### src/memArray.sv
`timescale 1ns/1ps

module memArray #(
    parameter int words = 64
) (
    input  logic        clk,
    input  logic        we,
    input  logic [31:0] wAddr,
    input  logic [31:0] wData,
    input  logic [31:0] rAddr,
    output logic [31:0] rData
);
    localparam int aW = (words > 1) ? $clog2(words) : 1;

    logic [31:0]   mem [words];
    logic [aW-1:0] wIdx;
    logic [aW-1:0] rIdx;

    // Word addresses wrap modulo the depth
    assign wIdx = aW'(wAddr % words);
    assign rIdx = aW'(rAddr % words);

    always_ff @(posedge clk) begin
        if (we) begin
            mem[wIdx] <= wData;
        end
    end

    assign rData = mem[rIdx]; // Same-cycle read

endmodule

### config.mk
export PLATFORM = sky130hd
export DESIGN_NAME = memArray
export DESIGN_NICKNAME = d
export VERILOG_FILES = /design/src/memArray.sv
export SDC_FILE = /design/constraint.sdc
export NUM_CORES = 2
export LEC_CHECK = 0
export BUFFER_PORTS_ARGS = -buffer_cell sky130_fd_sc_hd__buf_2
export CORE_UTILIZATION = 60
export DETAILED_ROUTE_END_ITERATION = 10
export GPL_ROUTABILITY_DRIVEN = 0
export PLACE_DENSITY = 0.83
export SYNTH_ARGS = -nofsm -noshare
export SYNTH_HDL_FRONTEND = slang
export SYNTH_SLANG_ARGS = --single-unit
### constraint.sdc
create_clock -name clk -period 8.3 [get_ports clk]
set_input_delay 0.83 -clock clk [delete_from_list [all_inputs] [get_ports clk]]
set_output_delay 0.83 -clock clk [all_outputs]
set_load 0.02 [all_outputs]
==> reports/results.tsv <==
stage	metric	value	unit
route	drtAntennaViolNets	0	
synth	synthXorXnorAreaFrac	0	
worst_hold_path	hold_path_end	mem[47][28]	
route	wl	210000	um
clock_tree	clock_path_buffers	3	
floorplan	fp.dieH	362	um
cells_and_area	reg_top3	mem: 2048 flops	
power_and_ir_drop	power-per-cell-area	245	mW/mm^2
clock_tree	clock-sinks	2048	
worst_hold_path	min_from	wData[28]	
synth	synth_compound_area_frac	0.0169	
critical_path	critPathBufInv	4	
power_and_ir_drop	vdd_drop_max	0.000231	V
global_routing	grt_pass1_wl	294000	um
synth	ys_top_cells_by_area	edfxtp_1 79%, mux4_2 16%, mux2i_1 1.2%, o22ai_1 0.67%, nor2_1 0.66%	
floorplan	die_w	362	um
timing	fin_tns_setup	0	ns
synth	synth_mux_area_frac	0.169	
timing	timing.hold.ws	0.784	ns
outcome	status	completed	
global_routing	antenna_found_initial	17	
route	wl_per_cell	39.0	um
synth	synthCells	3292	
synth	synthFlopType	edfxtp_1	
synth	ys_warn_count	0	
worst_hold_path	min_path_cells	1	
floorplan	rows	131	
timing	fmax	190	MHz
cells_and_area	fin_nets	3578	
critical_path	crit_path_max_incr_delay	0.60	ns
global_routing	grt_pass1_vias	39800	
synth	synth_top_area_share	0.790	
timing	setup_viol	0	
synth	synth_area_leader_cell	edfxtp_1	
clock_tree	cts-htree-levels	4	
critical_path	arrival	4.44	ns
placement	placedCellCount	5017	
clock_tree	clkTransAtPathRegs	0.07	ns
clock_tree	cts_inserted_buffers	190	
cells_and_area	final_layout_size_suffix_gt1_frac	0.290	
cells_and_area	top_register	mem	
clock_tree	hold_buffers	0	
critical_path	cpMaxStageDelayCell	mux4_2	
route	dr.pass1.iters	6	
synth	avgSynthCellArea	23.7	sq um
timing	period_needed	5.27	ns
critical_path	crit_fanout	63	
critical_path	cp_top_family	buffers and inverters	
critical_path	critical_path_class	in -> out	
synth	ys_async_sr_fraction	0	
clock_tree	cts_tree	built	
synth	yosysSeqAreaShare	0.790	
critical_path	worstSetupStartpoint	rAddr[0]	
clock_tree	cts_setup_buffers	0	
synth	synthTopCellsByCount	2048 x edfxtp_1, 544 x mux4_2, 137 x nor2_1, 93 x mux2i_1, 84 x o22ai_1	
timing	post-route-period-util	0.635	
floorplan	start_util	0.608	
global_routing	grt_use_total	0.324	
cells_and_area	syn_to_final_growth	11.7	%
timing	maxSlewHeadroom	0.115	
synth	syn_area	0.0779	sq mm
synth	ys_seq_elements	2048	
placement	place_hpwl	101000	um
timing	worst_pin_slew	1.33	ns
placement	port_buffers	77	
timing	slew_violations	0	
synth	yosys.area_share.simple	0.0128	
floorplan	ios	130	
power_and_ir_drop	total_power	21.3	mW
synth	yosysMostFrequentCell	edfxtp_1	
cells_and_area	largest_reg_flops	2048	
critical_path	path_cells	buf_8, buf_4, buf_4, mux4_2, mux4_2, o22ai_1, nor2_1, buf_2	
route	drc	0	
global_routing	overflow	0	
route	drt_iter0_drc	6489	
route	vias	39100	
timing	grt_setup_unrepaired	no	
clock_tree	cts_resized	0	
synth	syn_nets	3390	
timing	hold_viol	0	
global_routing	grt_max_degree	104	
floorplan	dieArea	0.131	sq mm
synth	synth_top_family_by_area	multiplexers	
critical_path	critPathLaunchType	primary input	
power_and_ir_drop	p_leak	26.9	nW
synth	synth_edf_count	2048	
synth	ys_types	33	
synth	yosys.area_share.adder	0	
clock_tree	root_buffer	clkbuf_16	
cells_and_area	final_cells	5382	
critical_path	cp-end-kind	output port	
floorplan	core_area	0.128	sq mm
flow_run	cap_violations	0	
worst_hold_path	hold_path.class	in -> reg	
critical_path	cp.required	7.47	ns
route	viasPerCell	7.26	
## metrics by stage
step	setup slack [ns]	utilization	instance area, sq um
2_1_floorplan	4.31	-	77900
4_1_cts	3.04	0.679	87000
6_report	3.03	0.679	87000
3_3_place_gp	3.14	0.631	80900
5_1_grt	2.88	0.679	87000
3_5_place_dp	3.14	0.631	80900
## metal layers
| layer | global-route usage | vias up | part of all wire |
|---|---|---|---|
| met2 | 0.515 | 3744 | 0.49 |
| li1 | - | 14500 | - |
| met1 | 0.422 | 20100 | 0.32 |
| met5 | 0 | - | 0.00020 |
| met3 | 0.0720 | 690 | 0.13 |
| met4 | 0.180 | 6 | 0.063 |
## layout by cell type (no fill, tap or decap), drive strengths merged, types with 27 or more instances in the layout
master     n
edfxtp  2048
mux2i     93
clkinv    84
buf      178
o22ai     84
o221ai    27
mux4     544
a21oi     62
nor2     137
clkbuf   233
## how the worst max path moves through the flow
stage / end / slack [ns] / cells after the start
3_3_place_gp: rData[29] / 3.14 / 7
3_5_place_dp: rData[29] / 3.14 / 7
4_1_cts: rData[25] / 3.04 / 8
2_1_floorplan: mem[48][0] / 4.31 / 4
6_report: rData[25] / 3.03 / 8
5_1_grt: rData[25] / 2.88 / 8
## kinds of logic (layout without fill, tap and decap cells)
kind of cell | Yosys count | after routing
other | 0 | 17
AND/OR/NAND/NOR | 223 | 223
buffers and inverters | 182 | 526
multiplexers | 637 | 637
flip-flops | 2048 | 2048
AO/OA/AOI/OAI | 202 | 202
## power by group
group          switching [mW]  leakage (nW)  internal (mW)
Clock                    3.91          2.97           4.82
Combinational           0.694          5.54          0.375
Sequential             0.0244          18.4           11.5
## area by class of cell
class / instances / area (sq um)
sequential: 2048 / 61500
fill: 7145 / 41200
multi-input combinational: 1062 / 16000
clock buffer: 233 / 5000
tap: 1729 / 2160
timing repair buffer: 178 / 1260
clock inverter: 115 / 1080
antenna: 17 / 42.5
No activity file was read; power rests on OpenSTA's default activity.
