--- config.mk ---
export PLATFORM = sky130hd
export DESIGN_NAME = controlFsm
export DESIGN_NICKNAME = d
export VERILOG_FILES = /design/src/cpuPkg.sv /design/src/ctrlPkg.sv /design/src/controlFsm.sv
export SDC_FILE = /design/constraint.sdc
export NUM_CORES = 1
export LEC_CHECK = 0
export BUFFER_PORTS_ARGS = -buffer_cell sky130_fd_sc_hd__buf_2
export CAP_MARGIN = 20
export CORE_MARGIN = 4
export CORE_UTILIZATION = 41
export CTS_CLUSTER_DIAMETER = 150
export DETAILED_ROUTE_END_ITERATION = 16
export PLACE_DENSITY = 0.87
export SLEW_MARGIN = 20
export SYNTH_ARGS = -nofsm -noshare
export SYNTH_HDL_FRONTEND = slang
export SYNTH_SLANG_ARGS = --single-unit
--- constraint.sdc ---
create_clock -name clk -period 1.9 [get_ports clk]
set_clock_uncertainty 0.2 [all_clocks]
set_input_delay 0.19 -clock clk [delete_from_list [all_inputs] [get_ports clk]]
set_output_delay 0.19 -clock clk [all_outputs]
set_load 0.005 [all_outputs]
--- src/cpuPkg.sv ---
package cpuPkg;

    localparam int xlen     = 32;
    localparam int regAddrW = 5;

    // Major opcodes of the supported subset
    localparam logic [6:0] opR     = 7'b0110011;
    localparam logic [6:0] opImm   = 7'b0010011;
    localparam logic [6:0] opLoad  = 7'b0000011;
    localparam logic [6:0] opStore = 7'b0100011;

    localparam logic [2:0] f3AddSub = 3'b000;
    localparam logic [2:0] f3Sll    = 3'b001;
    localparam logic [2:0] f3Slt    = 3'b010;
    localparam logic [2:0] f3Sltu   = 3'b011;
    localparam logic [2:0] f3Xor    = 3'b100;
    localparam logic [2:0] f3SrlSra = 3'b101;
    localparam logic [2:0] f3Or     = 3'b110;
    localparam logic [2:0] f3And    = 3'b111;
    localparam logic [2:0] f3Word   = 3'b010; // LW and SW width

    localparam logic [6:0] f7Base = 7'b0000000;
    localparam logic [6:0] f7Alt  = 7'b0100000; // SUB, SRA, SRAI

    typedef enum logic [3:0] {
        aluAdd, aluSub, aluAnd, aluOr, aluXor,
        aluSlt, aluSltu, aluSll, aluSrl, aluSra
    } aluOpT;

    typedef struct packed {
        logic [6:0]          funct7;
        logic [regAddrW-1:0] rs2;
        logic [regAddrW-1:0] rs1;
        logic [2:0]          funct3;
        logic [regAddrW-1:0] rd;
        logic [6:0]          opcode;
    } rFieldsT;

    typedef struct packed {
        logic [11:0]         imm;
        logic [regAddrW-1:0] rs1;
        logic [2:0]          funct3;
        logic [regAddrW-1:0] rd;
        logic [6:0]          opcode;
    } iFieldsT;

    typedef struct packed {
        logic [6:0]          immHigh;
        logic [regAddrW-1:0] rs2;
        logic [regAddrW-1:0] rs1;
        logic [2:0]          funct3;
        logic [4:0]          immLow;
        logic [6:0]          opcode;
    } sFieldsT;

    // Same 32 bits seen as R, I or S format
    typedef union packed {
        rFieldsT rView;
        iFieldsT iView;
        sFieldsT sView;
    } instrWordT;

endpackage

--- src/ctrlPkg.sv ---
package ctrlPkg;

    // Idle is a separate busy flag, not a state
    typedef enum logic [1:0] {
        sFetch,
        sDecode,
        sExecute,
        sWriteback
    } stateT;

    typedef enum logic {
        srcReg, // rs2 operand register
        srcImm  // Immediate register
    } srcBSelT;

    typedef enum logic {
        immI,
        immS
    } immSelT;

    typedef enum logic {
        wbAlu,
        wbMem
    } wbSelT;

endpackage

--- src/controlFsm.sv ---
`timescale 1ns/1ps

module controlFsm
    import cpuPkg::*;
    import ctrlPkg::*;
(
    input  logic      clk,
    input  logic      rstN,
    input  logic      start,
    input  instrWordT instr,
    output logic      busy,
    output logic      irLoad,
    output logic      opLoad,
    output logic      aluCapture,
    output logic      regWrite,
    output logic      memWrite,
    output logic      pcAdvance,
    output logic      retire,
    output aluOpT     aluOp,
    output srcBSelT   srcBSel,
    output immSelT    immSel,
    output wbSelT     wbSel
);
    stateT   state;
    aluOpT   decAluOp;
    srcBSelT decSrcB;
    immSelT  decImm;
    wbSelT   decWb;
    logic    decRegWr;
    logic    decMemWr;
    aluOpT   heldAluOp;
    srcBSelT heldSrcB;
    immSelT  heldImm;
    wbSelT   heldWb;
    logic    heldRegWr;
    logic    heldMemWr;
    logic    isHalt;
    logic    altFunct;
    logic    inWb;

    // Shared funct3 mapping for R-type and I-type ALU ops
    function automatic aluOpT aluFromFunct3(input logic [2:0] f3, input logic subOk,
                                            input logic alt);
        case (f3)
            f3AddSub: return (subOk && alt) ? aluSub : aluAdd;
            f3Sll:    return aluSll;
            f3Slt:    return aluSlt;
            f3Sltu:   return aluSltu;
            f3Xor:    return aluXor;
            f3SrlSra: return alt ? aluSra : aluSrl;
            f3Or:     return aluOr;
            default:  return aluAnd;
        endcase
    endfunction

    assign isHalt   = (instr == '0);
    assign altFunct = (instr.rView.funct7 == f7Alt);

    always_comb begin
        decAluOp = aluAdd; // Address add for LW and SW
        decSrcB  = srcImm;
        decImm   = immI;
        decWb    = wbAlu;
        decRegWr = 1'b0;
        decMemWr = 1'b0;
        case (instr.rView.opcode)
            opR: begin
                decSrcB  = srcReg;
                decAluOp = aluFromFunct3(instr.rView.funct3, 1'b1, altFunct);
                decRegWr = (instr.rView.funct7 == f7Base) ||
                           (altFunct && (instr.rView.funct3 == f3AddSub ||
                                         instr.rView.funct3 == f3SrlSra));
            end
            opImm: begin
                decAluOp = aluFromFunct3(instr.iView.funct3, 1'b0, altFunct);
                decRegWr = 1'b1;
            end
            cpuPkg::opLoad: begin // Port opLoad hides the opcode name
                decWb    = wbMem;
                decRegWr = (instr.iView.funct3 == f3Word);
            end
            opStore: begin
                decImm   = immS;
                decMemWr = (instr.sView.funct3 == f3Word);
            end
            default: ; // Unsupported, retires with no write
        endcase
    end

    always_ff @(posedge clk) begin
        if (!rstN) begin
            busy      <= 1'b0;
            state     <= sFetch;
            heldAluOp <= aluAdd;
            heldSrcB  <= srcReg;
            heldImm   <= immI;
            heldWb    <= wbAlu;
            heldRegWr <= 1'b0;
            heldMemWr <= 1'b0;
        end else if (!busy) begin
            if (start) begin
                busy  <= 1'b1;
                state <= sFetch;
            end
        end else if (state == sDecode) begin
            heldAluOp <= decAluOp;
            heldSrcB  <= decSrcB;
            heldImm   <= decImm;
            heldWb    <= decWb;
            heldRegWr <= decRegWr;
            heldMemWr <= decMemWr;
            if (isHalt) begin
                busy  <= 1'b0; // Back to idle
                state <= sFetch;
            end else begin
                state <= sExecute;
            end
        end else begin
            state <= stateT'(state + 2'd1); // Writeback wraps to fetch
        end
    end

    assign irLoad     = busy && (state == sFetch);
    assign opLoad     = busy && (state == sDecode);
    assign aluCapture = busy && (state == sExecute);
    assign inWb       = busy && (state == sWriteback);
    assign regWrite   = inWb && heldRegWr;
    assign memWrite   = inWb && heldMemWr;
    assign pcAdvance  = inWb;
    assign retire     = inWb;

    // Decoded value in decode, held copy through writeback
    assign aluOp   = opLoad ? decAluOp : heldAluOp;
    assign srcBSel = opLoad ? decSrcB  : heldSrcB;
    assign immSel  = opLoad ? decImm   : heldImm;
    assign wbSel   = opLoad ? decWb    : heldWb;

endmodule

==> run_results.csv <==
group,metric,value,unit
status,outcome,"finished, final reports clean",
layout,drive_gt1_share,47.71,%
layout,antenna_cells,0,
critical_path,worst-path-max-fanout,2,
die,core,0.001764,mm^2
sta,fmax,549.2,MHz
power_and_ir_drop,ir_drop,0.2822,mV
synthesis,avgSynthCellArea,7.967,um^2
die,rows,15,
clocking,cts_hold_buf,0,
sta,slew_headroom,75.92,%
synthesis,syn-cell-area,780.7,um^2
grt,gr-usage-met3,3.725,%
critical_path,path_class,"in -> out",
die,die_area,0.002666,mm^2
grt,grt_pass1_vias,923,
hold_path,hold_path_class,"in -> reg",
layout,fillers,171,
grt,use_met2,31.78,%
die,pin_count,50,
sta,setup_viol,0,
synthesis,synth_warnings,0,
drt,vias_per_cell,5.511,
critical_path,endpoint_kind,"primary output",
die,die_w,51.64,um
critical_path,start_kind,"primary input",
layout,fin_area,0.001160,mm^2
critical_path,r2r_slack,0.50,ns
critical_path,endpoint,"aluOp[0]",
critical_path,worstPathArrival,1.43,ns
power_and_ir_drop,finalPower,535.3,uW
placed_design,numPlacedInstances,168,
clocking,cts_tree,"built",
drt,ant_nets,0,
layout,final_common_cell,"buf_2",
sta,rsz0062_at_grt,"no",
critical_path,r2r_end,"heldRegWr",
placed_design,dp.final_hpwl,1816,um
die,fp.dieH,51.64,um
synthesis,synthCells,98,
drt,drt-total-wl,2426,um
grt,grt_pass1_wl,3643,um
layout,final_cell_mix,"buf_2 (48), nand2_1 (12), nand3_1 (10)",
critical_path,crit_start,"instr[31]",
drt,first_pass_iters,4,
layout,regArea,246.5,um^2
sta,tightest_slew,0.3585,ns
placed_design,place_area,0.001041,mm^2
synthesis,synth_edf_count,0,
drt,drtIter0Drc,15,
grt,gr-usage-met1,20.07,%
sta,post-route-min-period,1.821,ns
drt,wl_per_cell,13.63,um
clocking,clk_pin_slew_worst_paths,0.07,ns
synthesis,ys_ff_latch,12,
synthesis,synth.distinct_cells,37,
synthesis,synthArstFlopShare,0,%
hold_path,hold_depth,2,
sta,finalCritPeriodShare,95.83,%
clocking,root_buffer,"clkbuf_4",
clocking,numCtsBuffers,3,
critical_path,required,1.51,ns
grt,globalRoute.busiestLayer,"met2",
grt,grt_start_max_net_pins,13,
die,initial_core_util,44.26,%
sta,timing.final.ws_setup,0.07930,ns
drt,num_vias,981,
layout,multi_input_area,540.5,um^2
sta,drv_slew,0,
clocking,ctsHtreeMaxLevel,1,
sta,hold_viol,0,
clocking,cts_sinks,12,
placed_design,port_buffers,49,
grt,overflow,0,
layout,nets,190,
layout,area_delta_synth_final,48.56,%
synthesis,syn_nets,133,
grt,track_usage,17.96,%
synthesis,ys.flop_type,"dfxtp_1",
critical_path,reg2reg_from,"state[0]",
run,cap_viol_max_count,0,
critical_path,ff2ff_path_depth,4,
synthesis,synth_seq_area_share,30.77,%
layout,fin_cells,178,
clocking,clock_latency,0.27,ns
power_and_ir_drop,power.leakage,0.5458,nW
power_and_ir_drop,power_density,461.5,mW/mm^2
drt,drcViolationCount,0,
clocking,clockBufferDepth,2,
grt,antenna_found_initial,0,
placed_design,gp_congestion,0.8589,
placed_design,pre_cts_slack,-0.03368,ns
sta,finalSetupTns,0,ns
==> critical path, cell delays in order <==
cell	delay [ns]
buf_6	0.09
or4_4	0.53
nor3_4	0.18
a211oi_2	0.12
o31ai_2	0.17
buf_2	0.14
==> cells by family (layout without fill, tap and decap cells) <==
kind of cell / after synthesis / count (layout) / share of synthesized area (%)
multiplexers: 2 / 2 / 2.564
AND/OR/NAND/NOR: 54 / 55 / 39.91
AO/OA/AOI/OAI: 20 / 20 / 20.03
flip-flops: 12 / 12 / 30.77
XOR/XNOR: 2 / 2 / 2.244
buffers and inverters: 8 / 62 / 4.487
==> cell type report <==
class | count | area share [%]
multi-input cells | 79 | 46.60
inverters | 3 | 1.295
clock buffers | 3 | 1.942
flip-flops and latches | 12 | 21.25
repair buffers | 56 | 26.21
well taps | 25 | 2.697
==> routing by layer <==
layer  part of all wire, %  wire length [um]  up-vias
li1                      -                 -      479
met1                    39               939      432
met2                    48              1156       65
met3                    11               277        5
met4                   2.2                53        0
met5                     0                 0        -
==> stage by stage <==
stage	hold WS (ns)	util (%)
global route	0.03390	65.74
detailed placement	0.2689	59.01
finish	0.02840	65.74
CTS	0.002308	62.48
global placement	0.2575	59.01
floorplan	0.09955	-
==> registers in the layout, summed over array words and instances (netlist names) <==
signal	cells
busy	1
heldAluOp	4
heldImm	1
heldMemWr	1
heldRegWr	1
heldSrcB	1
heldWb	1
state	2
==> synthesized netlist by cell type, types with 2 or more instances <==
cell / n / area (um^2)
nand2_1: 12 / 45.04
nor3_1: 2 / 10.01
xor2_1: 2 / 17.52
nand3_1: 10 / 50.05
inv_1: 2 / 7.510
nor3b_1: 2 / 15.01
o31ai_1: 3 / 22.52
a311oi_1: 2 / 17.52
nor4_1: 4 / 25.02
nor2_1: 6 / 22.52
dfxtp_1: 12 / 240.2
o21ai_0: 5 / 25.02
o41ai_1: 2 / 17.52
o31ai_2: 2 / 25.02
mux2i_1: 2 / 20.02
a31oi_1: 2 / 12.51
and2_1: 6 / 37.54
clkbuf_1: 3 / 11.26
==> power breakdown <==
part	total [mW]	leakage [nW]	switching (mW)	internal [mW]
Combinational	0.116	0.433	0.0588	0.0576
Clock	0.153	0.0138	0.0800	0.0734
Sequential	0.265	0.0986	0.00918	0.256
==> timing repair <==
item                                    CTS  global route
pin swaps                                 4             1
resized for setup                         3             6
gates cloned                              0             1
endpoints found under the setup margin    5             5
setup buffers                             3             3
==> worst min-delay path by stage <==
stage,to,startpoint,slack (ns)
after global placement,heldMemWr,heldMemWr,0.26
after detailed placement,heldImm,heldImm,0.27
after global routing,heldSrcB,instr[5],0.03
final,heldSrcB,instr[5],0.03
after floorplan,heldSrcB,instr[5],0.1
after CTS,heldSrcB,instr[5],0.002
Note: power is estimated with default switching activity, not from simulation.
