[src/cpuPkg.sv]
package cpuPkg;

    localparam int xlen     = 32;
    localparam int regAddrW = 5;

    // Major opcodes of the supported subset
    localparam logic [6:0] opR     = 7'b0110011;
    localparam logic [6:0] opImm   = 7'b0010011;
    localparam logic [6:0] opLoad  = 7'b0000011;
    localparam logic [6:0] opStore = 7'b0100011;

    localparam logic [2:0] f3AddSub = 3'b000;
    localparam logic [2:0] f3Sll    = 3'b001;
    localparam logic [2:0] f3Slt    = 3'b010;
    localparam logic [2:0] f3Sltu   = 3'b011;
    localparam logic [2:0] f3Xor    = 3'b100;
    localparam logic [2:0] f3SrlSra = 3'b101;
    localparam logic [2:0] f3Or     = 3'b110;
    localparam logic [2:0] f3And    = 3'b111;
    localparam logic [2:0] f3Word   = 3'b010; // LW and SW width

    localparam logic [6:0] f7Base = 7'b0000000;
    localparam logic [6:0] f7Alt  = 7'b0100000; // SUB, SRA, SRAI

    typedef enum logic [3:0] {
        aluAdd, aluSub, aluAnd, aluOr, aluXor,
        aluSlt, aluSltu, aluSll, aluSrl, aluSra
    } aluOpT;

    typedef struct packed {
        logic [6:0]          funct7;
        logic [regAddrW-1:0] rs2;
        logic [regAddrW-1:0] rs1;
        logic [2:0]          funct3;
        logic [regAddrW-1:0] rd;
        logic [6:0]          opcode;
    } rFieldsT;

    typedef struct packed {
        logic [11:0]         imm;
        logic [regAddrW-1:0] rs1;
        logic [2:0]          funct3;
        logic [regAddrW-1:0] rd;
        logic [6:0]          opcode;
    } iFieldsT;

    typedef struct packed {
        logic [6:0]          immHigh;
        logic [regAddrW-1:0] rs2;
        logic [regAddrW-1:0] rs1;
        logic [2:0]          funct3;
        logic [4:0]          immLow;
        logic [6:0]          opcode;
    } sFieldsT;

    // Same 32 bits seen as R, I or S format
    typedef union packed {
        rFieldsT rView;
        iFieldsT iView;
        sFieldsT sView;
    } instrWordT;

endpackage

[src/ctrlPkg.sv]
package ctrlPkg;

    // Idle is a separate busy flag, not a state
    typedef enum logic [1:0] {
        sFetch,
        sDecode,
        sExecute,
        sWriteback
    } stateT;

    typedef enum logic {
        srcReg, // rs2 operand register
        srcImm  // Immediate register
    } srcBSelT;

    typedef enum logic {
        immI,
        immS
    } immSelT;

    typedef enum logic {
        wbAlu,
        wbMem
    } wbSelT;

endpackage

[src/aluUnit.sv]
`timescale 1ns/1ps

module aluUnit
    import cpuPkg::*;
(
    input  logic [xlen-1:0] a,
    input  logic [xlen-1:0] b,
    input  aluOpT           aluOp,
    output logic [xlen-1:0] result
);
    logic [4:0] shamt;
    logic       ltSigned;
    logic       ltUnsigned;

    assign shamt      = b[4:0];
    assign ltSigned   = $signed(a) < $signed(b);
    assign ltUnsigned = a < b;

    always_comb begin
        case (aluOp)
            aluAdd:  result = a + b;
            aluSub:  result = a - b;
            aluAnd:  result = a & b;
            aluOr:   result = a | b;
            aluXor:  result = a ^ b;
            aluSlt:  result = {{(xlen-1){1'b0}}, ltSigned};
            aluSltu: result = {{(xlen-1){1'b0}}, ltUnsigned};
            aluSll:  result = a << shamt;
            aluSrl:  result = a >> shamt;
            aluSra:  result = $signed(a) >>> shamt; // Sign fills from the top
            default: result = a + b;
        endcase
    end

endmodule

[src/regFile.sv]
`timescale 1ns/1ps

module regFile
    import cpuPkg::*;
(
    input  logic                clk,
    input  logic                rstN,
    input  logic [regAddrW-1:0] rs1,
    input  logic [regAddrW-1:0] rs2,
    input  logic [regAddrW-1:0] rd,
    input  logic [xlen-1:0]     wrData,
    input  logic                regWrite,
    input  logic [regAddrW-1:0] dbgAddr,
    output logic [xlen-1:0]     rs1Data,
    output logic [xlen-1:0]     rs2Data,
    output logic [xlen-1:0]     dbgData
);
    localparam int depth = 2 ** regAddrW;

    logic [xlen-1:0] regs [depth];

    function automatic logic [xlen-1:0] readReg(input logic [regAddrW-1:0] addr);
        return (addr == '0) ? '0 : regs[addr]; // x0 hardwired
    endfunction

    always_ff @(posedge clk) begin
        if (!rstN) begin
            for (int i = 0; i < depth; i++) begin
                regs[i] <= '0;
            end
        end else if (regWrite && rd != '0) begin
            regs[rd] <= wrData;
        end
    end

    assign rs1Data = readReg(rs1);
    assign rs2Data = readReg(rs2);
    assign dbgData = readReg(dbgAddr); // Testbench peek port

endmodule

[src/datapath.sv]
`timescale 1ns/1ps

module datapath
    import cpuPkg::*;
    import ctrlPkg::*;
(
    input  logic                clk,
    input  logic                rstN,
    input  logic                start,
    input  logic                irLoad,
    input  logic                opLoad,
    input  logic                aluCapture,
    input  logic                regWrite,
    input  logic                pcAdvance,
    input  aluOpT               aluOp,
    input  srcBSelT             srcBSel,
    input  immSelT              immSel,
    input  wbSelT               wbSel,
    input  logic [xlen-1:0]     imemData,
    input  logic [xlen-1:0]     dmemRData,
    input  logic [regAddrW-1:0] dbgAddr,
    output instrWordT           instr,
    output logic [xlen-1:0]     imemAddr,
    output logic [xlen-1:0]     dmemAddr,
    output logic [xlen-1:0]     dmemWData,
    output logic [xlen-1:0]     dbgData
);
    logic [xlen-1:0] pc;
    logic [xlen-1:0] regA;
    logic [xlen-1:0] regB;
    logic [xlen-1:0] immReg;
    logic [xlen-1:0] aluOut;
    logic [xlen-1:0] rs1Data;
    logic [xlen-1:0] rs2Data;
    logic [xlen-1:0] immIVal;
    logic [xlen-1:0] immSVal;
    logic [xlen-1:0] opB;
    logic [xlen-1:0] aluResult;
    logic [xlen-1:0] wrData;

    always_ff @(posedge clk) begin
        if (!rstN) begin
            pc <= '0;
        end else if (start) begin
            pc <= '0; // Programs start at word 0
        end else if (pcAdvance) begin
            pc <= pc + 32'd4;
        end
    end

    always_ff @(posedge clk) begin
        if (irLoad) begin
            instr <= imemData;
        end
        if (opLoad) begin
            regA   <= rs1Data;
            regB   <= rs2Data;
            immReg <= (immSel == immS) ? immSVal : immIVal;
        end
        if (aluCapture) begin
            aluOut <= aluResult;
        end
    end

    // Sign-extended immediates
    assign immIVal = {{(xlen-12){instr.iView.imm[11]}}, instr.iView.imm};
    assign immSVal = {{(xlen-12){instr.sView.immHigh[6]}}, instr.sView.immHigh,
                      instr.sView.immLow};

    assign opB    = (srcBSel == srcImm) ? immReg : regB;
    assign wrData = (wbSel == wbMem) ? dmemRData : aluOut;

    regFile i_regFile (
        .clk     (clk),
        .rstN    (rstN),
        .rs1     (instr.rView.rs1),
        .rs2     (instr.rView.rs2),
        .rd      (instr.rView.rd),
        .wrData  (wrData),
        .regWrite(regWrite),
        .dbgAddr (dbgAddr),
        .rs1Data (rs1Data),
        .rs2Data (rs2Data),
        .dbgData (dbgData)
    );

    aluUnit i_aluUnit (
        .a     (regA),
        .b     (opB),
        .aluOp (aluOp),
        .result(aluResult)
    );

    // Byte addresses to word addresses
    assign imemAddr  = {2'b00, pc[xlen-1:2]};
    assign dmemAddr  = {2'b00, aluOut[xlen-1:2]};
    assign dmemWData = regB;

endmodule

[config.mk]
export PLATFORM = sky130hd
export DESIGN_NAME = datapath
export DESIGN_NICKNAME = d
export VERILOG_FILES = /design/src/cpuPkg.sv /design/src/ctrlPkg.sv /design/src/aluUnit.sv /design/src/regFile.sv /design/src/datapath.sv
export SDC_FILE = /design/constraint.sdc
export NUM_CORES = 2
export LEC_CHECK = 0
export ABC_CLOCK_PERIOD_IN_PS = 4100
export BUFFER_PORTS_ARGS = -buffer_cell sky130_fd_sc_hd__buf_2
export CAP_MARGIN = 20
export CORE_UTILIZATION = 58
export DETAILED_ROUTE_END_ITERATION = 8
export HOLD_SLACK_MARGIN = 0.03
export PLACE_DENSITY_LB_ADDON = 0.25
export SYNTH_ARGS = -nofsm -noshare
export SYNTH_HDL_FRONTEND = slang
export SYNTH_HIERARCHICAL = 1
export SYNTH_SLANG_ARGS = --single-unit
[constraint.sdc]
create_clock -name clk -period 4.1 [get_ports clk]
set_input_delay 0.205 -clock clk [delete_from_list [all_inputs] [get_ports clk]]
set_output_delay 0.205 -clock clk [all_outputs]
set_load 0.02 [all_outputs]
==> out/results.ini <==
[sta]
clock_skew_ns=0.0400
hold_viol_final=0
rsz0062_at_grt=false
setup_viol=0
final.setup.tns_ns=0
slew_viol_final=0
relSlewSlack_pct=16.5
min_period_ns=3.98
worstMarginPinSlew_ns=1.24
fin_crit_sh_pct=97.2
fmax_mhz=251

[status]
status=finished with violations
violations=design-rule violations

[setup_path]
ff2ff_path_depth=6
path_cells=buf_2 > nor2b_4 > buf_4 > a22o_1 > a2111oi_0 > buf_1 > a311oi_1 > buf_4 > buf_2
worstPathRequired_ns=3.89
max_stage_delay_ns=0.91
r2r_setup_slack_ns=0.13
worst_setup_path_start_kind=primary input
worstPathArrival_ns=3.78
worst-setup-path-type=in -> out
cp_top_family=buffers and inverters
crit_path_max_fanout=24
cpMaxStageDelayCell=nor2b_4
end_kind=primary output
crit_cells=9
worstPathBufferInverterCount=5

[synth]
syn_area_sq_um=78000
synth_top_area_share_pct=44.8
synthTopCellsByArea=edfxtp_1 (45%), mux4_2 (20%), and2_1 (8.2%)
synth_edf_count=1164
synth-seq-cells=1194
syn_inst=6032
synth.distinct_cells=93
syn_area_per_cell_sq_um=12.9
yosys.area.top_type=edfxtp_1
synth_seq_area_share_pct=45.6
ys_warn_count=6
async_flop_share_pct=0
synth_ff_type=edfxtp_1

[clock_network]
clk_latency_ns=0.81
cts_root_buf=clkbuf_16
clkTransAtPathRegs_ns=0.06
htreeDepth=4
cts_buffer_depth=3
cts_tree=done
cts_made_buffers=137
cts.sinks=1194

[placed_design]
io_buffers=239
dp_hpwl_um=215000
gp_congestion=1.05

[power]
total_leakage_power_nw=32.9
irDropWorstVdd_mv=0.457
powerDensity_nw_per_um2=408
power_w=0.0359

[floorplanning]
die_w_um=369
num_rows=134
die_h_um=369
core_sq_um=133000
start_util_pct=58.4
die_area_sq_um=136000
num_io_pins=244

[finish]
syn_to_final_growth_pct=12.8
final_cell_mix=edfxtp_1 (1164), and2_1 (1021), mux4_2 (678)
drive_above_1_share_pct=27.7
nFillCells=9710
multiInputGateArea_sq_um=39700
num-nets-final=6427
mostFrequentLayoutCell=edfxtp_1
utilization_pct=65.9
regArea_sq_um=35600

[routing]
drt-initial-drc-count=11400
drt-total-wl_um=323000
via_per_inst=7.63
route.detailed.drc=14
first_pass_iters=9
wl_per_cell_um=39.6
ant_nets=0
vias=62100

[min_path]
hp-class=in -> reg
worstHoldPathCells=3

[flow_run]
maxCapViolCount=0

[global_routing]
overflow=0
grt_pass1_wl_um=446000
grt_pass1_vias=59300
track_usage_pct=47.0
antenna_found_initial=40
grt_max_degree=80

sequential cells by signal, indices dropped and copies added, names as in the netlist:
register        cells
instr              32
regA               32
aluOut             32
pc                 30
i_regFile/regs   1024
dmemWData          32
immReg             12
final timing paths:
path | start | endpoint
min reg2reg | instr[25] | immReg[5]
max reg2reg | instr[18] | regA[14]
min | start | pc[2]
max | dbgAddr[3] | dbgData[7]
cells by family after synthesis:
kind of cell / Yosys count / synth area share, %
simple gates: 1733 / 12.7
mux: 1200 / 26.6
flops: 1194 / 45.6
compound gates: 982 / 8.68
buf+inv: 807 / 4.63
fa+ha+maj: 100 / 1.62
xor+xnor: 14 / 0.157
other cells: 2 / 0.00963
stage by stage:
stage | instance area, sq um | std cells | setup slack, ns | hold WS (ns)
6_report | 87900 | 8137 | 0.116 | 0.0671
5_1_grt | 87900 | 8119 | 0.0157 | 0.113
4_1_cts | 87800 | 8111 | 0.0435 | 0.0782
3_5_place_dp | 83100 | 7828 | -0.137 | 0.383
3_3_place_gp | 83100 | 7825 | -0.123 | 0.381
2_1_floorplan | 78100 | 6066 | 0.0141 | 0.304
synthesized netlist by cell type, types with 20 or more instances:
| library cell | instances |
|---|---|
| a211o_1 | 27 |
| or3_1 | 20 |
| o22ai_1 | 87 |
| nor4_1 | 31 |
| edfxtp_1 | 1164 |
| o221ai_1 | 38 |
| nor3_1 | 88 |
| nand2_1 | 136 |
| a211oi_1 | 94 |
| nor2_1 | 228 |
| a2111oi_0 | 31 |
| dfxtp_1 | 30 |
| mux4_2 | 678 |
| nand3_1 | 31 |
| a21oi_1 | 192 |
| nor2b_1 | 70 |
| a22oi_1 | 86 |
| clkbuf_1 | 410 |
| mux2_2 | 122 |
| buf_1 | 31 |
| buf_2 | 114 |
| a22o_1 | 68 |
| nand2b_1 | 25 |
| ha_1 | 98 |
| o211ai_1 | 24 |
| buf_4 | 76 |
| o21ai_0 | 157 |
| a221oi_1 | 42 |
| inv_1 | 153 |
| and2_1 | 1023 |
| mux2i_1 | 393 |
layout make-up:
| class | instances | share of cell area [%] |
|---|---|---|
| Sequential cell | 1194 | 40.4 |
| Inverter | 155 | 0.662 |
| Multi-Input combinational cell | 4065 | 45.1 |
| Tap cell | 1768 | 2.52 |
| Timing Repair Buffer | 690 | 6.32 |
| Clock inverter | 68 | 0.667 |
| Clock buffer | 178 | 4.24 |
| Antenna cell | 19 | 0.0541 |
worst reg2reg max path: stages (launching register included):
cell and delay, ns:
edfxtp_1 0.72, buf_4 0.41, nand2_2 0.82, buf_4 0.42, buf_4 0.20, a211oi_1 0.05
nor4_1 1.00
where the power goes:
group,switching [W],internal (W)
sequential,0.000635,0.0141
combinational,0.00572,0.00341
clock,0.00527,0.00677
total,0.0116,0.0243
metal layers:
| metal | vias to the layer above | GRT usage (%) | part of all wire, % |
|---|---|---|---|
| li1 | 23900 | - | - |
| met1 | 30600 | 59.5 | 33 |
| met2 | 6172 | 67.2 | 42 |
| met3 | 1425 | 19.3 | 17 |
| met4 | 42 | 29.3 | 7.5 |
| met5 | - | 0 | 0.11 |
what timing repair did:
| item | 4_1_cts | 5_1_grt |
|---|---|---|
| endpoints found under the setup margin | 0 | 2 |
| buffers inserted | 0 | 0 |
| endpoints found under the hold margin | 96 | 8 |
| hold buffers | 37 | 1 |
| resized for setup | 0 | 2 |
(Power assumes the default switching activity.)
