$ cat src/instrCounter.sv
`timescale 1ns/1ps

module instrCounter #(
    parameter int cntW = 32
) (
    input  logic            clk,
    input  logic            rstN,
    input  logic            start,
    input  logic            busy,
    input  logic            retire,
    output logic [cntW-1:0] instrCount,
    output logic [cntW-1:0] cycleCount
);

    always_ff @(posedge clk) begin
        if (!rstN) begin
            instrCount <= '0;
            cycleCount <= '0;
        end else if (start) begin
            instrCount <= '0; // New run restarts both
            cycleCount <= '0;
        end else begin
            if (retire && instrCount != '1) begin
                instrCount <= instrCount + 1'b1; // Saturates at all ones
            end
            if (busy && cycleCount != '1) begin
                cycleCount <= cycleCount + 1'b1;
            end
        end
    end

endmodule

$ cat config.mk
export PLATFORM = sky130hd
export DESIGN_NAME = instrCounter
export DESIGN_NICKNAME = d
export VERILOG_FILES = /design/src/instrCounter.sv
export SDC_FILE = /design/constraint.sdc
export NUM_CORES = 1
export LEC_CHECK = 0
export ABC_CLOCK_PERIOD_IN_PS = 2960
export BUFFER_PORTS_ARGS = -buffer_cell sky130_fd_sc_hd__buf_2
export CAP_MARGIN = 20
export CORE_UTILIZATION = 40
export DETAILED_ROUTE_END_ITERATION = 8
export MAX_ROUTING_LAYER = met4
export PLACE_DENSITY_LB_ADDON = 0.08
export SLEW_MARGIN = 30
export SYNTH_ARGS = -nofsm -noshare
export SYNTH_HDL_FRONTEND = slang
export SYNTH_SLANG_ARGS = --single-unit
$ cat constraint.sdc
create_clock -name clk -period 2.96 [get_ports clk]
set_clock_uncertainty 0.15 [all_clocks]
set_input_delay 0.148 -clock clk [delete_from_list [all_inputs] [get_ports clk]]
set_output_delay 0.148 -clock clk [all_outputs]
set_load 0.02 [all_outputs]
==> results of run 1 <==
power groups by stage:
stage	Sequential (mW)	Combinational, mW	Clock [mW]
after floorplan	0.888	0.0287	0
after global placement	0.886	0.0445	0
after detailed placement	0.886	0.0449	0
after CTS	0.866	0.0452	0.732
after global routing	0.866	0.0492	0.767
final	0.866	0.0450	0.709
flip-flops by register name, indices dropped and copies added, names as in the netlist:
signal,count
cycleCount,32
instrCount,32
path summary, 6_finish.rpt:
kind / start / to / slack [ns] / cells after the start
max: instrCount[18] / instrCount[3] / 0.45 / 6
min: retire / instrCount[28] / 0.06 / 3
max reg2reg: instrCount[18] / instrCount[3] / 0.45 / 6
min reg2reg: instrCount[17] / instrCount[17] / 0.34 / 2
per-layer routing:
metal	up-vias	track usage
met5	-	-
met4	0	0.0500
met3	4	0.0526
met2	88	0.345
met1	1546	0.247
li1	1658	-
worst max-delay path: stages, from the launching register on:
cell,delay [ns]
dfxtp_1,0.46
nand4_2,0.18
or4_1,0.65
o31ai_4,0.62
buf_4,0.22
o21ai_2,0.06
a21oi_2,0.10
kinds of logic (layout without fill, tap and decap cells):
group / after synthesis / count (layout) / synth area share
fa+ha+maj: 2 / 2 / 0.00740
flops: 64 / 64 / 0.379
xor+xnor: 26 / 26 / 0.0696
mux: 4 / 4 / 0.0118
simple gates: 197 / 197 / 0.336
buf+inv: 25 / 101 / 0.0352
compound gates: 81 / 81 / 0.161
cell type report:
| class | count | area (um^2) | share of cell area |
|---|---|---|---|
| multi-input cells | 310 | 1990 | 0.493 |
| well taps | 105 | 131 | 0.0326 |
| inverters | 5 | 18.8 | 0.00465 |
| flip-flops and latches | 64 | 1280 | 0.318 |
| clock buffers | 14 | 173 | 0.0428 |
| clock inverters | 2 | 12.5 | 0.00310 |
| repair buffers | 80 | 430 | 0.107 |
synth_stat cells (7+ instances only):
cell / number / area (um^2)
nand2_1: 30 / 113
dfxtp_1: 64 / 1280
nand3_1: 23 / 115
nor2_1: 28 / 105
nor3_1: 11 / 55.1
or4_1: 15 / 113
clkbuf_1: 11 / 41.3
and4_1: 13 / 114
a211oi_1: 7 / 52.6
and3_1: 10 / 62.6
a21oi_1: 27 / 135
o21ai_0: 11 / 55.1
nand4_1: 22 / 138
nor4_1: 7 / 43.8
or3_1: 10 / 62.6
o31ai_1: 16 / 120
xnor2_1: 19 / 166
stage by stage:
step | setup slack (ns) | instances | utilization | instance area, um^2 | power [mW]
6_report | 0.453 | 580 | 0.491 | 4040 | 1.62
5_1_grt | 0.296 | 580 | 0.491 | 4040 | 1.68
4_1_cts | 0.434 | 580 | 0.491 | 4030 | 1.64
3_5_place_dp | 0.472 | 564 | 0.468 | 3850 | 0.931
3_3_place_gp | 0.523 | 564 | 0.468 | 3850 | 0.930
2_1_floorplan | 0.586 | 399 | - | 3380 | 0.916
placed cells by master (no fill, tap or decap), drive strengths merged, types with 2 or more instances in the layout:
| cell type | n |
|---|---|
| nand4 | 23 |
| nor2 | 28 |
| nand3 | 24 |
| xnor2 | 19 |
| nand2b | 6 |
| clkbuf | 14 |
| o211ai | 2 |
| inv | 5 |
| or2 | 3 |
| nor3 | 12 |
| and4 | 14 |
| nand2 | 30 |
| or4 | 16 |
| ha | 2 |
| or3 | 15 |
| nor4b | 3 |
| dfxtp | 64 |
| nor4 | 7 |
| o2111ai | 2 |
| buf | 80 |
| mux2i | 4 |
| o31ai | 18 |
| a21oi | 32 |
| and3 | 12 |
| o21ai | 15 |
| a211oi | 7 |
| a31oi | 3 |
| xor2 | 7 |
==> results.tsv, run 1 <==
metric	value	unit
#FFs+latches synth	64	
setup TNS	0	ns
Wirelength per Cell	14.7	um
Hold Vio Cnt, Final	0	
Comb pwr share	0.028	
Avg Cell Area, Syn	8.47	um^2
Leakage	1.42	nW
CTS Buf Count	9	
Sw Ratio	0.230	
Max Cap Violations	0	
Pre-Repair DR Iteration Count	4	
top layer in use	met4	
Tightest Hold Check Type	in2reg	
Post-synth EDFFs	0	
post-route ant nets	0	
FFs w/ async S/R, synth	0	
Worst-Margin Slew	0.631	ns
Initial Util	0.411	
via count	3296	
grt total ovfl	0	
P_int	1.25	mW
DRC Markers	0	
max_slew headroom	0.577	
synthesized instance count	399	
final WL	8.55	mm
DR iter-0 viols	103	
Final min period	2.51	ns
CTS root buf	clkbuf_8	
GP Congestion	0.849	
cts hold-fix bufs	0	
nets	477	
core area	0.00822	mm^2
Worst-path clk slew	0.08	ns
Worst Setup Path Type	reg2reg	
Warnings, synthesis	0	
die footprint	0.00882	mm^2
initial antenna violation count	0	
DR WL met3	394	um
CTS tree	done	
sequential power share	0.535	
startpoint types	flop	
Max Slew Vio Count	0	
Die Ht	93.9	um
Vias/cell	5.68	
Peak VDD IR	0.000311	V
IO buf count	68	
post-synthesis net count	406	
M1 WL	3.95	mm
Post-CTS Setup Inserts	0	
Setup crit end kind	flop	
share of layout cells above drive strength 1	0.263	
Switch Pwr	0.372	mW
synthesized cell area	0.00338	mm^2
Synth Flop Type	dfxtp_1	
first-pass GRT wire length	14.0	mm
number of global-route vias before repair	2911	
maximum fanout along the worst path	13	
power per cell area	401	mW/mm^2
Max clock buf depth	2	
sequential area share after synthesis	0.379	
hold slack final	0.0565	ns
post_cts resized	0	
largest net degree at the start of global routing	32	
library cells used by synthesis	48	
area grow syn2layout	19.4	%
Crit path arrival time	2.62	ns
CTS H-tree lvls	3	
Clock Sinks	64	
hpwl dp	6.09	mm
outcome	complete, no violations	
RSZ-0062 raised after global routing	false	
Die W	93.9	um
final period utilization	0.847	
total track usage	0.206	
Clock Power Share	0.438	
worst skew pair latency	0.34	ns
met2 WL post-DR	4.16	mm
Fmax	399	MHz
required time of the critical path	3.08	ns
# rows	33	
Setup violations, final	0	
ANT cells	0	
Fill cells	820	
I/O Pins	69	
Power figures use the tool's default switching activity.
==> run 2: changes to the inputs <==
--- a/config.mk
+++ b/config.mk
@@ -5,7 +5,7 @@
 export SDC_FILE = /design/constraint.sdc
 export NUM_CORES = 1
 export LEC_CHECK = 0
-export ABC_CLOCK_PERIOD_IN_PS = 2960
+export ABC_CLOCK_PERIOD_IN_PS = 2050
 export BUFFER_PORTS_ARGS = -buffer_cell sky130_fd_sc_hd__buf_2
 export CAP_MARGIN = 20
 export CORE_UTILIZATION = 40
==> constraint.sdc (replaced) <==
create_clock -name clk -period 2.05 [get_ports clk]
set_clock_uncertainty 0.15 [all_clocks]
set_input_delay 0.1025 -clock clk [delete_from_list [all_inputs] [get_ports clk]]
set_output_delay 0.1025 -clock clk [all_outputs]
set_load 0.02 [all_outputs]
==> results.tsv, run 2 (synthesized netlist as in run 1, its figures left out) <==
metric	value	unit	change
post-layout util	0.571		+0.0804
Comb pwr share	0.037		+0.009
maximum fanout along the worst path	6		-7
Vias/cell	5.54		-2.6%
grt total ovfl	0		unchanged
CP Cell Sequence	dlygate4sd3_1 -> buf_6 -> and4_4 -> and4_4 -> o211ai_1 -> buf_4 -> or4_1 -> a21oi_2		
Hold Vio Cnt, Final	0		unchanged
top flop regs	cycleCount x32, instrCount x32		
total power draw	2.27	mW	+40%
nets	544		+14%
fin cells	646		+11%
number of global-route vias before repair	3334		+15%
Clock Sinks	64		unchanged
commonest non-fill, non-tap cells in the layout	buf_4 (74), buf_2 (68), dfxtp_2 (30)		
Max clock buf depth	2		unchanged
largest net degree at the start of global routing	27		-16%
# rows	33		unchanged
Switch Pwr	0.577	mW	+55%
worst skew pair latency	0.35	ns	about the same
IO buf count	68		unchanged
Worst Setup Path Type	in2reg		
core area	0.00822	mm^2	unchanged
share of layout cells above drive strength 1	0.458		+0.195
startpoint types	primary input		
Worst-Margin Slew	0.535	ns	-0.0960 ns
P_int	1.69	mW	+35%
Clock Power Share	0.418		-0.020
die footprint	0.00882	mm^2	unchanged
Die W	93.9	um	unchanged
Setup violations, final	0		unchanged
final period utilization	0.970		
power per cell area	483	mW/mm^2	+20%
Max Slew Vio Count	0		unchanged
Worst-path clk slew	0.07	ns	about the same
flop-to-flop setup slack	0.07	ns	-0.38 ns
Setup crit end kind	flop		
area grow syn2layout	38.9	%	
critical path's most frequent cell	and4_4		
Die Ht	93.9	um	unchanged
CTS Buf Count	9		unchanged
initial antenna violation count	0		unchanged
I/O Pins	69		unchanged
ANT cells	0		unchanged
RSZ-0062 raised after global routing	true		
total track usage	0.231		+0.0251
Sw Ratio	0.255		+0.0251
Final min period	1.99	ns	
Wirelength per Cell	14.6	um	-0.90%
commonest non-fill, non-tap cell in the layout	buf_4		
required time of the critical path	2.19	ns	-0.89 ns
Initial Util	0.411		unchanged
Worst path slowest cell	dlygate4sd3_1		
Fmax	503	MHz	
Max Cap Violations	0		unchanged
final WL	9.44	mm	+10%
Leakage	1.83	nW	+29%
CTS H-tree lvls	3		unchanged
Crit path arrival time	2.13	ns	-0.49 ns
Peak VDD IR	0.000341	V	+9.4%
via count	3577		+8.5%
first-pass GRT wire length	15.5	mm	+11%
DR iter-0 viols	94		-8.7%
hold slack final	0.0813	ns	+0.0249 ns
post-route ant nets	0		unchanged
outcome	complete, no violations		
sequential power share	0.545		+0.010
DRC Markers	0		unchanged
max_slew headroom	0.643		+0.0659
CTS root buf	clkbuf_8		
Tightest Hold Check Type	in2reg		
CTS tree	done		
hpwl dp	6.89	mm	+13%
GP Congestion	0.827		-2.5%
Pre-Repair DR Iteration Count	4		unchanged
Placed Instances	625		+11%
Largest stage delay, worst path	0.54	ns	-0.11 ns
==> run 2: per-layer routing <==
metal,track usage,vias up,wire length (um)
met2,0.387,90,4640
li1,-,1791,-
met4,0.108,0,190
met3,0.0396,16,318
met1,0.269,1680,4280
met5,-,-,0
==> run 2: worst paths after layout <==
path / start / end / cells past startpoint
max: retire / instrCount[25] / 8
min: start / instrCount[15] / 5
max reg2reg: cycleCount[13] / cycleCount[25] / 6
min reg2reg: instrCount[17] / instrCount[17] / 2
==> run 2: per-stage QoR <==
stage               worst slack (ns)  cell area [um^2]  TNS (ns)
floorplan                   -0.00874              3460  -0.00874
global placement             0.00989              4400         0
detailed placement           -0.0158              4400   -0.0158
CTS                           0.0105              4580         0
global route                 -0.0173              4700   -0.0179
finish                        0.0608              4700         0
==> run 2: worst max-delay path: cells and delay by family <==
family / cells / cell delay, ns
AOI/OAI and AO/OA: 2 / 0.23
buffers and inverters: 3 / 0.83
and+or+nand+nor: 3 / 0.95
==> run 2: final cells by class <==
type	instances	area, um^2
Clock buffer	9	124
Clock inverter	6	35.0
Fill cell	818	3520
Inverter	5	18.8
Multi-Input combinational cell	310	2060
Sequential cell	64	1360
Tap cell	105	131
Timing Repair Buffer	147	967
==> run 2: what timing repair did <==
| item | 4_1_cts | 5_1_grt |
|---|---|---|
| gates resized for setup | 2 | 27 |
| endpoints found under the setup margin | 1 | 26 |
| hold buffers | 2 | 0 |
| gates cloned | 0 | 1 |
| endpoints found under the hold margin | 2 | 0 |
| setup buffers | 0 | 3 |
| pin swaps | 0 | 4 |
==> run 2: power by group through the flow <==
stage	sequential (mW)	combinational [mW]	clock, mW
final	1.24	0.0844	0.947
after global routing	1.24	0.0927	1.03
after CTS	1.24	0.0808	0.978
after detailed placement	1.27	0.0776	0
after global placement	1.27	0.0768	0
after floorplan	1.27	0.0414	0
==> run 3: changes to the inputs <==
--- a/config.mk
+++ b/config.mk
@@ -8,7 +8,7 @@
 export ABC_CLOCK_PERIOD_IN_PS = 2050
 export BUFFER_PORTS_ARGS = -buffer_cell sky130_fd_sc_hd__buf_2
 export CAP_MARGIN = 20
-export CORE_UTILIZATION = 40
+export CORE_UTILIZATION = 50
 export DETAILED_ROUTE_END_ITERATION = 8
 export MAX_ROUTING_LAYER = met4
 export PLACE_DENSITY_LB_ADDON = 0.08
==> results.tsv, run 3 (synthesized netlist as in run 1, its figures left out) <==
metric	value	unit	change
Setup crit end kind	flop		
startpoint types	flop		
commonest non-fill, non-tap cells in the layout	buf_4 (71), buf_2 (67), dfxtp_2 (32)		
total track usage	0.267		+0.0354
core area	0.00642	mm^2	-22%
Initial Util	0.526		+0.115
final instance area	0.00466	mm^2	-0.77%
DR iter-0 viols	183		+95%
Largest stage delay, worst path	0.47	ns	-0.07 ns
dpl cell area	0.00435	mm^2	-1.1%
hpwl dp	6.65	mm	-3.4%
die footprint	0.00709	mm^2	-20%
total power draw	2.50	mW	+10%
Die Ht	84.2	um	-10%
max_slew headroom	0.644		+0.000699
DRC Markers	6		+6
Peak VDD IR	0.000549	V	+61%
hold slack final	0.0377	ns	-0.0436 ns
worst skew pair latency	0.35	ns	about the same
register area	0.00136	mm^2	about the same
power per cell area	537	mW/mm^2	+11%
IO buf count	68		unchanged
share of layout cells above drive strength 1	0.445		-0.0133
crit path buf inv count	1		-2
Hold Vio Cnt, Final	0		unchanged
Max Cap Violations	0		unchanged
final WL	9.30	mm	-1.4%
maximum fanout along the worst path	8		+2
failing checks	design-rule violations		
post-route ant nets	0		unchanged
Worst-Margin Slew	0.529	ns	-0.00593 ns
Clock Sinks	64		unchanged
outcome	finished, violations left		
Final min period	2.03	ns	+0.0440 ns
flop-to-flop setup slack	0.02	ns	-0.05 ns
area grow syn2layout	37.8	%	
GP Congestion	0.860		+3.9%
Setup violations, final	0		unchanged
Wirelength per Cell	15.1	um	+3.7%
Hold Crit Start	busy		
Fill cells	528		-35%
CTS Buf Count	9		unchanged
reg2reg start	cycleCount[8]		
Max Slew Vio Count	0		unchanged
first-pass GRT wire length	14.7	mm	-5.5%
Hold Path End	cycleCount[6]		
initial antenna violation count	0		unchanged
delay-heaviest family, CP	simple AND/OR/NAND/NOR gates		
CP Cell Sequence	and4_1 -> nand4_1 -> buf_4 -> nor4_1 -> xnor2_1 -> nor2_1		
number of global-route vias before repair	3143		-5.7%
CTS root buf	clkbuf_8		
worst reg-to-reg path cell count	6		unchanged
Max clock buf depth	2		unchanged
R2R Path End	cycleCount[28]		
Worst path slowest cell	nor4_1		
commonest non-fill, non-tap cell in the layout	buf_4		
CTS tree	done		
Multi-input gate area	0.00204	mm^2	-1.1%
# rows	29		-12%
Tightest Hold Check Type	in2reg		
Crit path arrival time	2.09	ns	-0.04 ns
Die W	84.2	um	-10%
I/O Pins	69		unchanged
final period utilization	0.992		+0.0215
via count	3614		+1.0%
required time of the critical path	2.11	ns	-0.08 ns
Vias/cell	5.89		+6.3%
Worst-path clk slew	0.07	ns	about the same
nets	539		-0.92%
grt total ovfl	0		unchanged
top flop regs	cycleCount x32, instrCount x32		
Pre-Repair DR Iteration Count	7		+3
RSZ-0062 raised after global routing	true		
CTS H-tree lvls	3		unchanged
ANT cells	0		unchanged
Leakage	1.83	nW	-0.18%
Hold Path Depth	3		-2
Fmax	492	MHz	-2.2%
Worst Setup Path Type	reg2reg		
largest net degree at the start of global routing	24		-11%
## run 3: cell count changes in the layout (fill, tap and decap cells not counted), sizes merged
cell	delta
buf	-4
clkinv	-2
clkinvlp	-1
clkbuf	+5
inv	-2
dlygate4sd3	-1
bufinv	+1
## run 3: final cells by class
type                       count  area share
inverter                       5     0.00403
sequential                    64       0.291
clock inverter                 2     0.00752
clock buffer                  14      0.0395
timing repair buffer         142       0.200
multi-input combinational    310       0.438
tap                           77      0.0207
## run 3: metal layers
metal | global-route usage | routed length (um)
met5 | - | 0
met4 | 0.0862 | 153
met3 | 0.0541 | 574
met2 | 0.405 | 4100
met1 | 0.355 | 4470
## run 3: worst reg2reg max path, cell delays in order, from the launching register on
cell	delay [ns]
dfxtp_1	0.40
and4_1	0.31
nand4_1	0.11
buf_4	0.18
nor4_1	0.47
xnor2_1	0.21
nor2_1	0.06
## run 3: report_power, final
part / internal, mW / switching (mW)
clock network: 0.702 / 0.485
logic: 0.0294 / 0.0515
registers: 1.23 / 0.00303
## run 3: repair_timing
item                                   in CTS  in global routing
buffers inserted                            0                  2
hold buffers                                1                  0
endpoints found under the hold margin       1                  0
setup endpoints to repair                   7                 23
pin swaps                                   0                  1
resized for setup                           3                 21
## run 3: metrics by stage
step	TNS, ns	instances	setup slack [ns]	utilization
after floorplan	-0.00874	399	-0.00874	-
after global placement	0	595	0.0179	0.678
after detailed placement	0	595	0.0109	0.678
after CTS	0	612	0.00821	0.714
after global routing	-0.00428	614	-0.00428	0.726
final	0	614	0.0168	0.726
## run 3: worst max path at each step
stage                               from        endpoint  slack (ns)  cells past startpoint
after floorplan            instrCount[6]  instrCount[25]      -0.009                      5
after global placement    instrCount[21]   instrCount[7]        0.02                      6
after detailed placement   instrCount[0]   instrCount[7]        0.01                      7
after CTS                 cycleCount[13]  cycleCount[23]       0.008                      5
after global routing      instrCount[21]   instrCount[9]      -0.004                      7
final                      cycleCount[8]  cycleCount[28]        0.02                      6
